`src/hdl/ccm_pkg.sv`:
```
// Shared widths and types for the CCM. Word-addressed banks of 64 bits, rows fixed at build time.
package ccm_pkg;

	// Row address bits per bank.
	localparam int ccm_row_w = 11;
	localparam int ccm_depth = 1 << ccm_row_w; // Rows per bank.

	// Byte address seen both as a flat word and as bank fields.
	typedef union packed {
		logic [63:0] flat;
		struct packed {
			logic [63-ccm_row_w-4:0] upper; // Unused.
			logic [ccm_row_w-1:0]    row;
			logic                    bank;   // Bank holding the first word.
			logic [2:0]              offset; // Byte inside the word.
		} f;
	} ccm_addr_u;

	// One access from the slave front end to the aligner.
	typedef struct packed {
		ccm_addr_u   addr;
		logic [63:0] wdata;
		logic [7:0]  wstrb;
		logic        wen;
		logic        ren;
	} ccm_req_t;

	// One aligned access to a single bank.
	typedef struct packed {
		logic [ccm_row_w-1:0] row;
		logic [63:0]          wdata;
		logic [7:0]           wstrb;
		logic                 wen;
		logic                 ren;
	} ccm_bank_req_t;

endpackage

```
`src/hdl/ccm_lane_align.sv`:
```
// Splits a 64-bit access at any byte address over the even and odd banks; read merge lags ren by one cycle.
module ccm_lane_align
	import ccm_pkg::*;
(
	input  logic          CLK,
	input  logic          reset,
	input  ccm_req_t      req,
	output ccm_bank_req_t even_req,
	output ccm_bank_req_t odd_req,
	input  logic [63:0]   even_rdata,
	input  logic [63:0]   odd_rdata,
	output logic [63:0]   rdata
);

	ccm_addr_u            addr;
	logic [5:0]           wshift;
	logic [127:0]         wwin;
	logic [15:0]          swin;
	logic [ccm_row_w-1:0] row_next;
	logic [2:0]           rd_offset;
	logic                 rd_bank;
	logic [127:0]         rwin;

	assign addr     = req.addr;
	assign wshift   = {addr.f.offset, 3'b000};
	assign row_next = addr.f.row + 1'b1;

	// Rotate data and strobes into a two-word window.
	assign wwin = {64'd0, req.wdata} << wshift;
	assign swin = {8'd0, req.wstrb} << addr.f.offset;

	always_comb begin
		// Odd bank always uses the row of the address.
		odd_req.row    = addr.f.row;
		odd_req.wdata  = addr.f.bank ? wwin[63:0] : wwin[127:64];
		odd_req.wstrb  = addr.f.bank ? swin[7:0] : swin[15:8];
		odd_req.wen    = req.wen;
		odd_req.ren    = req.ren;

		// Even word after an odd start sits one row up.
		even_req.row   = addr.f.bank ? row_next : addr.f.row;
		even_req.wdata = addr.f.bank ? wwin[127:64] : wwin[63:0];
		even_req.wstrb = addr.f.bank ? swin[15:8] : swin[7:0];
		even_req.wen   = req.wen;
		even_req.ren   = req.ren;
	end

	// Keep the lane order of the read until the banks answer.
	always_ff @(posedge CLK) begin
		if (reset) begin
			rd_offset <= 3'd0;
			rd_bank   <= 1'b0;
		end else if (req.ren) begin
			rd_offset <= addr.f.offset;
			rd_bank   <= addr.f.bank;
		end
	end

	// First word in the low half.
	assign rwin  = rd_bank ? {even_rdata, odd_rdata} : {odd_rdata, even_rdata};
	assign rdata = rwin[{rd_offset, 3'b000} +: 64];

endmodule

```
`config.mk`:
```
export PLATFORM = sky130hd
export DESIGN_NAME = ccm_lane_align
export DESIGN_NICKNAME = d
export VERILOG_FILES = /design/src/hdl/ccm_pkg.sv /design/src/hdl/ccm_lane_align.sv
export SDC_FILE = /design/constraint.sdc
export NUM_CORES = 1
export LEC_CHECK = 0
export ABC_AREA = 1
export BUFFER_PORTS_ARGS = -buffer_cell sky130_fd_sc_hd__buf_4
export CORE_AREA = 2 2 198 200
export CTS_BUF_LIST = sky130_fd_sc_hd__clkbuf_4
export CTS_CLUSTER_DIAMETER = 40
export DETAILED_ROUTE_END_ITERATION = 7
export DIE_AREA = 0 0 200 202
export GPL_TIMING_DRIVEN = 0
export MAX_ROUTING_LAYER = met4
export PLACE_DENSITY_LB_ADDON = 0.2
export SYNTH_ARGS = -nofsm -noshare
export SYNTH_HDL_FRONTEND = slang
export SYNTH_SLANG_ARGS = --single-unit
```
`constraint.sdc`:
```
create_clock -name CLK -period 1.6 [get_ports CLK]
set_clock_uncertainty 0.2 [all_clocks]
set_input_delay 0.16 -clock CLK [delete_from_list [all_inputs] [get_ports CLK]]
set_output_delay 0.16 -clock CLK [all_outputs]
set_load 0.05 [all_outputs]
```
==> impl_results.md <==
- Count of max-cap constraint violations: 0
- First-pass GRT wire length: between 100000 and 150000 um
- CP max FO: 5
- Crit path required time: 1.24 ns
- Placed insts: 3111
- Highest routed layer: met4
- Worst-skew pair later-pin latency: 0.23 ns
- Switching share of power: between 60 and 70%
- Power share of the clock group: 1.0%
- Root Buffer: clkbuf_4
- Rel. slew slack: 55.4%
- Post-synthesis adder-cell area fraction: less than 1%
- Tcrit/Tclk final: 138%
- DRC violations left: 0
- Vias in the first global route: approximately 17000
- Hold Vio Cnt, Final: 0
- Post-detail-place hpwl: 71200 um
- Vias: 19200
- Fillers: between 3000 and 4000
- Largest net degree at the start of global routing: 11
- DRT iter0 DRCs: around 2500
- Failing checks: negative setup slack
- Min-delay worst type: in -> reg
- Commonest non-fill, non-tap cell in the layout: nand2_1
- Core area: between 30000 and 40000 um2
- Drt total wl: ~94000 um
- Drt first pass iters: 6
- Leakage: 10.7 nW
- Pint: 0.00461 W
- Final min period: 2.21 ns
- CP arrival: 1.85 ns
- RSZ-0062 raised after global routing: yes
- VDD IR max: around 0.39 mV
- DR WL/cell: 29.6 um
- Critical-path cell list: buf_8 -> inv_8 -> buf_12 -> clkbuf_16 -> nand2_4 -> nand3_2 -> nand3_1 -> nand2_2 -> nand2_2 -> nand2_4 -> buf_8
- Post-Synth Simple-Gate Area: approximately 86%
- Compound-Gate Fraction of Synth Area: 1.33%
- # port buffers: 446
- Met1 wire length: 38000 um
- Worst path slowest cell: dfxtp_2
- DR vias/cell: just over 6
- Syn Nets: 2416
- Final std cells w/o fill: between 3000 and 4000
- Metal3 WL: 12200 um
- Rows: 72
- Post-synth cell types: 20
- Met2 WL post-DR: 37800 um
- # IOs: 502
- Die height: 202 um
- Logic pwr share: 98.1%
- TritonCTS clock tree: yes
- Initial core utilization: approximately a quarter
- Setup TNS: -61.10 ns
- Seq cells post-synth: 4
- H-tree depth: 1
- Sequential fraction of the synthesis area: 0.851%
- RD Place Congestion: 1.09
- Full die area: between 40000 and 50000 um2
- Final Net Count: 2931
- Worst Setup End Kind: primary output
- Status: finished with violations
- Clk pin slew, worst setup/hold paths: 0.04 ns
- Mean area per synthesized cell: 4.38 um2
- PnR worst setup slack: -0.607 ns
- Ys Warns: 0
- Initial antenna violation count: 2
- Die X: 200 um
- NetSw: 0.00796 W
- Crit-path max cell delay: ~0.31 ns
- WHS: 0.365 ns
- Mapped Area: 9410 um2
- FMAX: roughly 450 MHz
- Crit start category: flip-flop
- GR Util All Layers: 43.3%
- Share of cells above drive strength 1: approximately two thirds
- Synth Area in XOR/XNOR: 0.838%
- Final ANT Viol Nets: 0
- Max Slew Vio Count: 0
- Synth Instances: 2147
- CP Class: reg -> out
- CTS buffer count: 3
- Pwr dens: around 560 nW/um2
- Final setup viols: 208
- Seq pwr share: 0.9%
- Final core occ: 58.4%
- Total gr overflow: 0
- Mux share of post-synthesis cell area: 0%
- P&R area growth vs syn: 138%
- Largest family of logic cells by synthesized area: simple AND/OR/NAND/NOR gates
- Slew @ Worst Pin: between 0.6 and 0.7 ns
- Clk sinks: 4
- Place WS: -1.34 ns
- Commonest non-fill, non-tap cells in the layout: nand2_1, nand2_2, nand3_1
- CTS Buffer Depth: 2
-- synthesized netlist by cell type, drive strengths merged --
master	n	area [um2]
nand2	1153	4330
nand3	636	3180
buf	154	875
nor2	80	300
nand4	37	231
clkbuf	36	135
o21ai	19	95.1
inv	13	51.3
xor2	6	52.6
a211oi	4	30.0
dfxtp	4	80.1
xnor2	3	26.3
ha	1	12.5
nor3	1	5.00
-- kinds of logic (layout without fill, tap and decap cells) --
group,after synthesis,after routing
AO/OA/AOI/OAI,23,23
XOR/XNOR,9,9
adder cells (fa/ha/maj),1,1
buffers and inverters,203,716
flip-flops,4,4
other,0,1
AND/OR/NAND/NOR,1907,1907
-- power by group through the flow --
stage	registers (W)	logic, W	clock network [W]
after floorplan	0.000111	0.00572	0
final	0.000115	0.0123	0.000127
after global placement	0.000115	0.00899	0
after detailed placement	0.000115	0.00897	0
after global routing	0.000115	0.0127	0.000143
after CTS	0.000115	0.00964	0.000131
-- through the flow --
stage	instance area, um2	power, W
final	22400	0.0126
after CTS	16000	0.00988
after global placement	14900	0.00911
after detailed placement	14900	0.00908
after floorplan	10900	0.00583
after global routing	22400	0.0129
-- critical path: cells and delay by family (launching register included) --
kind / cells / cell delay, ns
buffers and inverters: 5 / 0.72
AND/OR/NAND/NOR: 6 / 0.56
flip-flops: 1 / 0.31
-- state kept, by name, summed over array words and instances, names as in the netlist --
signal	cells
rd_bank	1
rd_offset	3
-- path summary, 6_finish.rpt --
| kind | start | endpoint | slack, ns | cells after the start |
|---|---|---|---|---|
| setup reg to reg | rd_offset[1]$_SDFFE_PP0P_ | rd_offset[1]$_SDFFE_PP0P_ | 0.16 | 5 |
| hold / removal | req[77] | rd_bank$_SDFFE_PP0P_ | 0.36 | 4 |
| hold reg to reg | rd_offset[2]$_SDFFE_PP0P_ | rd_offset[2]$_SDFFE_PP0P_ | 0.56 | 3 |
| setup / recovery | rd_bank$_SDFFE_PP0P_ | rdata[62] | -0.61 | 11 |
-- timing repair --
item	in CTS	in global routing
endpoints found under the setup margin	218	217
pin swaps	8	227
cloned	2	14
hold buffers	2	0
endpoints found under the hold margin	4	0
resized for setup	350	1430
setup buffers	0	46
-- layer usage --
layer | track usage (%) | vias to the layer above
met1 | 61.0 | 9181
met4 | 17.6 | 0
met5 | - | -
met3 | 8.88 | 351
li1 | - | 8084
met2 | 59.3 | 1567
-- layout make-up --
class,count,area (um2),share of cell area [%]
multi-input combinational,1940,13600,60.8
timing repair buffer,510,5770,25.8
buffer,190,2130,9.54
tap,518,648,2.90
inverter,13,100,0.448
sequential,4,82.6,0.369
clock buffer,3,22.5,0.101
antenna,1,2.50,0.0112
Note: power is estimated with default switching activity, not from simulation.
