--- config.mk ---
export PLATFORM = sky130hd
export DESIGN_NAME = ccm_axi_slave
export DESIGN_NICKNAME = d
export VERILOG_FILES = /design/src/hdl/ccm_pkg.sv /design/src/hdl/ccm_axi_slave.sv
export SDC_FILE = /design/constraint.sdc
export NUM_CORES = 1
export LEC_CHECK = 0
export BUFFER_PORTS_ARGS = -buffer_cell sky130_fd_sc_hd__buf_2
export CAP_MARGIN = 5
export CORE_AREA = 2 2 139 141
export DETAILED_ROUTE_END_ITERATION = 6
export DIE_AREA = 0 0 141 143
export PLACE_DENSITY = 0.64
export SLEW_MARGIN = 20
export SYNTH_ARGS = -nofsm -noshare
export SYNTH_HDL_FRONTEND = slang
export SYNTH_SLANG_ARGS = --single-unit
--- constraint.sdc ---
create_clock -name CLK -period 5.25 [get_ports CLK]
set_input_delay 0.7875 -clock CLK [delete_from_list [all_inputs] [get_ports CLK]]
set_output_delay 0.7875 -clock CLK [all_outputs]
set_load 0.03 [all_outputs]
--- src/hdl/ccm_pkg.sv ---
// Shared widths and types for the CCM. Word-addressed banks of 64 bits, rows fixed at build time.
package ccm_pkg;

	// Row address bits per bank.
	localparam int ccm_row_w = 11;
	localparam int ccm_depth = 1 << ccm_row_w; // Rows per bank.

	// Byte address seen both as a flat word and as bank fields.
	typedef union packed {
		logic [63:0] flat;
		struct packed {
			logic [63-ccm_row_w-4:0] upper; // Unused.
			logic [ccm_row_w-1:0]    row;
			logic                    bank;   // Bank holding the first word.
			logic [2:0]              offset; // Byte inside the word.
		} f;
	} ccm_addr_u;

	// One access from the slave front end to the aligner.
	typedef struct packed {
		ccm_addr_u   addr;
		logic [63:0] wdata;
		logic [7:0]  wstrb;
		logic        wen;
		logic        ren;
	} ccm_req_t;

	// One aligned access to a single bank.
	typedef struct packed {
		logic [ccm_row_w-1:0] row;
		logic [63:0]          wdata;
		logic [7:0]           wstrb;
		logic                 wen;
		logic                 ren;
	} ccm_bank_req_t;

endpackage

--- src/hdl/ccm_axi_slave.sv ---
// AXI4-Lite slave front end: one write and one read in flight, OKAY responses only, no bursts.
module ccm_axi_slave
	import ccm_pkg::*;
(
	input  logic        CLK,
	input  logic        reset,

	input  logic [63:0] awaddr,
	input  logic        awvalid,
	output logic        awready,
	input  logic [63:0] wdata,
	input  logic [7:0]  wstrb,
	input  logic        wvalid,
	output logic        wready,
	output logic [1:0]  bresp,
	output logic        bvalid,
	input  logic        bready,

	input  logic [63:0] araddr,
	input  logic        arvalid,
	output logic        arready,
	output logic [1:0]  rresp,
	output logic        rvalid,
	input  logic        rready,

	output ccm_req_t    req
);

	logic      awready_q;
	logic      wready_q;
	logic      bvalid_q;
	logic      arready_q;
	logic      rvalid_q;
	logic      wr_open; // Write accepted, B not yet taken.
	ccm_addr_u aw_addr;
	ccm_addr_u ar_addr;
	logic      wr_start;
	logic      rd_start;
	logic      wen;
	logic      ren;

	// A write starts once AW and W are both present.
	assign wr_start = ~wr_open & awvalid & wvalid;

	// Read waits a cycle when a write starts alongside it.
	assign rd_start = ~arready_q & ~rvalid_q & arvalid & ~wr_start;

	assign wen = awready_q & awvalid & wready_q & wvalid; // One hit per write.
	assign ren = arready_q & arvalid;                      // One hit per read.

	always_ff @(posedge CLK) begin
		if (reset) begin
			awready_q <= 1'b0;
			wready_q  <= 1'b0;
			bvalid_q  <= 1'b0;
			arready_q <= 1'b0;
			rvalid_q  <= 1'b0;
			wr_open   <= 1'b0;
		end else begin
			awready_q <= wr_start; // Single cycle pulse.
			wready_q  <= wr_start;
			arready_q <= rd_start;

			if (wr_start)
				wr_open <= 1'b1;
			else if (bvalid_q & bready)
				wr_open <= 1'b0;

			if (wen)
				bvalid_q <= 1'b1;
			else if (bready)
				bvalid_q <= 1'b0;

			// Held until taken, so RDATA stays put under back-pressure.
			if (ren)
				rvalid_q <= 1'b1;
			else if (rready)
				rvalid_q <= 1'b0;
		end
	end

	// Address capture.
	always_ff @(posedge CLK) begin
		if (wr_start)
			aw_addr.flat <= awaddr;
		if (rd_start)
			ar_addr.flat <= araddr;
	end

	always_comb begin
		req.addr  = wen ? aw_addr : ar_addr; // wen and ren never overlap.
		req.wdata = wdata;
		req.wstrb = wstrb;
		req.wen   = wen;
		req.ren   = ren;
	end

	assign awready = awready_q;
	assign wready  = wready_q;
	assign bresp   = 2'b00;
	assign bvalid  = bvalid_q;
	assign arready = arready_q;
	assign rresp   = 2'b00;
	assign rvalid  = rvalid_q;

endmodule

==> results of run 1 <==
through the flow:
step / cell area (um^2) / utilization (%) / hold slack, ps / setup slack [ps] / total power [mW]
floorplan: 5570 / - / 528 / 2330 / 1.53
global placement: 6270 / 33.7 / 474 / 1880 / 1.52
detailed placement: 6270 / 33.7 / 482 / 1800 / 1.53
CTS: 6840 / 36.8 / 491 / 1790 / 2.71
global route: 6840 / 36.8 / 509 / 1760 / 2.78
finish: 6840 / 36.8 / 495 / 1840 / 2.67
power by group:
group	internal, mW	switching (mW)
logic	0.100	0.155
registers	1.23	0.0151
clock network	0.703	0.466
cell usage in the layout (no fill, tap or decap), drive strengths merged, types with 2 or more instances in the layout:
cell type,synthesis,routed
clkinv,0,7
a21oi,3,3
nor2,2,2
mux2,64,64
nand2b,2,2
conb,1,4
inv,3,8
edfxtp,128,128
buf,86,208
bufinv,0,2
dfxtp,5,5
clkbuf,0,17
area by class of cell:
class	instances	area [um^2]	share of cell area, %
clock inverter	14	153	2.23
sequential	133	3940	57.6
inverter	3	11.3	0.165
multi-input combinational	81	970	14.2
tap	234	293	4.28
clock buffer	17	425	6.22
timing repair buffer	208	1050	15.3
flip-flops by register name, summed over array words and instances, names as in the netlist:
name	flops
ar_addr	64
aw_addr	64
arready	1
bvalid	1
rvalid	1
wr_open	1
wready	1
logic make-up after synthesis:
family                 after synthesis  synth area share [%]
AO/OA/AOI/OAI                        4                 0.450
buffers and inverters               89                  12.1
flip-flops                         133                  70.9
multiplexers                        64                  15.5
other                                1                0.0675
AND/OR/NAND/NOR                      9                 0.945
worst max path at each step:
| stage | start | end | cells past startpoint |
|---|---|---|---|
| after floorplan | wvalid | ar_addr[0] | 2 |
| after global placement | awvalid | req[78] | 5 |
| after detailed placement | awvalid | req[76] | 5 |
| after CTS | awvalid | req[76] | 5 |
| after global routing | awvalid | req[137] | 5 |
| final | awvalid | req[75] | 5 |
routing by layer:
metal	GRT usage [%]	part of all wire, %
met1	12.8	32
met2	24.4	51
met3	9.39	14
met4	6.05	2.7
met5	1.25	0.26
tightest hold or removal path: stages, from the launching register on:
cell and delay [ps]:
dfxtp_1 320, nand2b_1 70, a21oi_1 60
==> impl_metrics.csv, run 1 <==
group,metric,value,unit
cts,hold_buffers,0,
setup_path,end_kind,"output port",
power,power.leakage,2.90,nW
cts,clock-sinks,133,
synth,synthArstFlopShare,0,%
cts,clk-insertion-delay-late,410,ps
global_route,grt_overflow,0,
global_route,grt_max_degree,44,
cts,cts-root-buf,"clkbuf_16",
setup_path,critPathMostFrequentCell,"buf_2",
route,drt-total-wl,14600,um
sta,final.period_utilization,64.9,%
route,drc_errors,0,
setup_path,path_delay_family,"buffers and inverters",
setup_path,slowest_delay,560,ps
sta,finalClockSkew,7.68,ps
hold_path,hold_end,"rvalid",
run,maxCapViolations,0,
place,dp.cells,659,
sta,timing.fmax,294,MHz
synth,synth_seq_cells,133,
place,port_buffers,205,
power,p_per_area,391,nW/um^2
cts,cts_setup_buffers,0,
cts,htree_num_levels,4,
setup_path,cp_cell_sequence,"buf_2 > nand3_4 > buf_4 > mux2_2 > buf_2",
global_route,grt_pass1_wl,20000,um
hold_path,hold_class,"reg2reg",
synth,synth_area_leader_cell,"edfxtp_1",
synth,yosysTopAreaCellShare,69.1,%
route,drt-wirelength-per-cell,21.2,um
setup_path,worstSetupPathType,"in2out",
setup_path,crit_arrival,2620,ps
cells_and_area,fin_cells,690,
synth,synth_sequential_area_ratio,70.9,%
hold_path,holdPathStages,2,
sta,max_slew_margin,49.0,%
cts,path_clk_slew,60,ps
cells_and_area,nets,651,
route,drtPass1Iterations,4,
synth,yosys-top-cells-count,"edfxtp_1, buf_4, mux2_4, mux2_2",
synth,synth_area,5560,um^2
floorplan,die_w,141,um
synth,ys.flop_type,"edfxtp_1",
place,place_hpwl,11300,um
sta,slew_violations,0,
sta,worst_pin_slew,765,ps
floorplan,io_pins,354,
setup_path,path_buf_inv,3,
route,vias,2964,
synth,ys_types,18,
cts,cts-buffers-inserted,17,
setup_path,worst_r2r_startpoint,"wr_open",
sta,hold_viol_final,0,
outcome,status,"completed",
floorplan,rows,50,
floorplan,initial_utilization,29.9,%
setup_path,reg2reg_slack,3030,ps
sta,setup_viol,0,
synth,synth_edf_count,128,
setup_path,critPathRequiredTime,4460,ps
cells_and_area,drive_gt1_share,67.1,%
cts,post_cts_resized,0,
place,place_congestion,0.749,
global_route,grt.total_usage,14.1,%
cells_and_area,syn_to_final_growth,23.1,%
cells_and_area,nFillCells,1732,
setup_path,crit_fanout,43,
cts,cts_tree,"built",
cells_and_area,antennaDiodeCount,0,
sta,grt_setup_unrepaired,"no",
synth,syn_avg_cell_area,18.5,um^2
sta,min_period,3410,ps
floorplan,die_h,143,um
route,dr.first_iter.drc_count,119,
sta,fin_tns_setup,0,ps
synth,ys.warnings.count,0,
synth,synthCells,300,
route,avgViaCountPerCell,4.30,
setup_path,critPathSlowestCell,"nand3_4",
setup_path,ff2ff_path_depth,3,
power,irDropWorstVdd,0.000262,V
synth,synth.top_cells.by_area,"edfxtp_1, buf_4, mux2_4",
hold_path,holdCritStartpoint,"rvalid",
synth,synth.most_common_cell,"edfxtp_1",
setup_path,start_kind,"input pin",
floorplan,core,18600,um^2
cts,cts.path.max_buffers,2,
setup_path,rr_endpoint,"ar_addr[19]",
global_route,antenna_found_initial,0,
route,ant_nets,0,
floorplan,fp.dieArea,20200,um^2
global_route,grt_pass1_vias,3180,
Note: power is estimated with default switching activity, not from simulation.
==> run 2, diff against run 1 <==
clock period = 3.29 ns   (was 5.25 ns; I/O delays follow)
==> impl_metrics.csv, run 2 (synthesized netlist as in run 1, its figures left out) <==
group,metric,value,unit
cts,hold_buffers,0,
power,p_comb_share,9.5,%
sta,grt_setup_unrepaired,"no",
power,pwr-share-seq,46.2,%
outcome,status,"completed",
sta,min_period,2340,ps
floorplan,fp.dieArea,20200,um^2
cts,post_cts_resized,0,
floorplan,rows,50,
sta,final.period_utilization,71.2,%
place,place_hpwl,11200,um
route,drtPass1Iterations,4,
sta,fin_tns_setup,0,ps
sta,setup_viol,0,
cts,path_clk_slew,60,ps
cts,cts-buffers-inserted,17,
route,vias,3002,
cells_and_area,final_common_cell,"buf_2",
cells_and_area,final_cell_mix,"buf_2, edfxtp_1, mux2_4, mux2_2, clkbuf_16",
place,place_congestion,0.741,
floorplan,core,18600,um^2
place,place_area,6300,um^2
route,drt-total-wl,14500,um
route,drt-wirelength-per-cell,21.0,um
cells_and_area,final_cell_area,6900,um^2
cts,cts.path.max_buffers,2,
sta,max_slew_margin,49.7,%
setup_path,end_kind,"output port",
power,p_int,3.27,mW
cts,cts_setup_buffers,0,
setup_path,crit_fanout,66,
route,avgViaCountPerCell,4.34,
power,power.switching,1.04,mW
global_route,grt_overflow,0,
cts,clk-insertion-delay-late,410,ps
cts,cts_tree,"built",
hold_path,hold_class,"in2reg",
power,fin_total_pwr,4.31,mW
power,irDropWorstVdd,0.000319,V
run,maxCapViolations,0,
sta,holdWs,252,ps
sta,slew_violations,0,
cells_and_area,antennaDiodeCount,0,
sta,finalClockSkew,7.20,ps
cts,cts-root-buf,"clkbuf_16",
cts,clock-sinks,133,
route,ant_nets,0,
sta,timing.fmax,427,MHz
global_route,grt_pass1_wl,20000,um
setup_path,critPathRequiredTime,2800,ps
floorplan,initial_utilization,29.9,%
route,drc_errors,0,
route,dr.first_iter.drc_count,113,
floorplan,die_w,141,um
global_route,grt.total_usage,14.0,%
power,p_per_area,625,nW/um^2
sta,hold_viol_final,0,
setup_path,start_kind,"flip-flop",
floorplan,io_pins,354,
global_route,grt_max_degree,67,
place,port_buffers,205,
sta,worst_pin_slew,754,ps
setup_path,worstSetupPathType,"reg2out",
global_route,grt_pass1_vias,3273,
power,sw_frac_of_total,24.1,%
global_route,antenna_found_initial,0,
cells_and_area,utilization,37.1,%
power,pwr-share-clk,44.3,%
cells_and_area,drive_gt1_share,67.2,%
cells_and_area,nets,651,
power,power.leakage,2.91,nW
cells_and_area,top_regs,"ar_addr x64, aw_addr x64",
cts,htree_num_levels,4,
cells_and_area,syn_to_final_growth,24.1,%
setup_path,crit_arrival,1850,ps
floorplan,die_h,143,um
==> run 2: changes by cell type in the layout (fill, tap and decap cells not counted), sizes merged <==
cell | previous run | this run
clkinv | 7 | 3
inv | 8 | 10
clkinvlp | 0 | 3
==> run 2: path summary, 6_finish.rpt <==
kind	start	to	slack, ps	depth (start not counted)
max	wready	req[76]	950	4
min reg2reg	rvalid	rvalid	490	2
max reg2reg	wr_open	ar_addr[59]	1370	3
min	araddr[40]	ar_addr[40]	250	1
==> run 2: area by class of cell <==
type	instances	area (um^2)
Fill cell	1745	11700
Sequential cell	133	3940
Timing Repair Buffer	208	1090
Multi-Input combinational cell	81	970
Clock buffer	17	425
Tap cell	234	293
Clock inverter	15	170
Inverter	3	11.3
==> run 2: per-stage QoR <==
stage	worst slack [ps]	cells
after floorplan	664	303
after global placement	1090	659
after detailed placement	1050	659
after CTS	911	691
after global routing	859	691
final	947	691
==> run 2: routing by layer <==
metal	vias to the layer above	track usage [%]	part of all wire (%)
met2	227	24.2	52
met1	1428	12.6	30
met3	26	8.65	14
met5	-	1.25	0.25
li1	1319	-	-
met4	2	7.32	3.7
==> run 2: power by group through the flow <==
stage          sequential (mW)  combinational [mW]  clock (mW)
2_1_floorplan             2.03               0.411           0
3_3_place_gp              2.03               0.410           0
3_5_place_dp              2.03               0.417           0
4_1_cts                   2.00               0.419        1.97
5_1_grt                   2.00               0.438        2.05
6_report                  1.99               0.410        1.91
==> run 2: critical path, cell delays in order (launching register included) <==
cell and delay (ps):
dfxtp_1 340, nand3_4 90, buf_12 380, mux2_2 400, buf_2 180
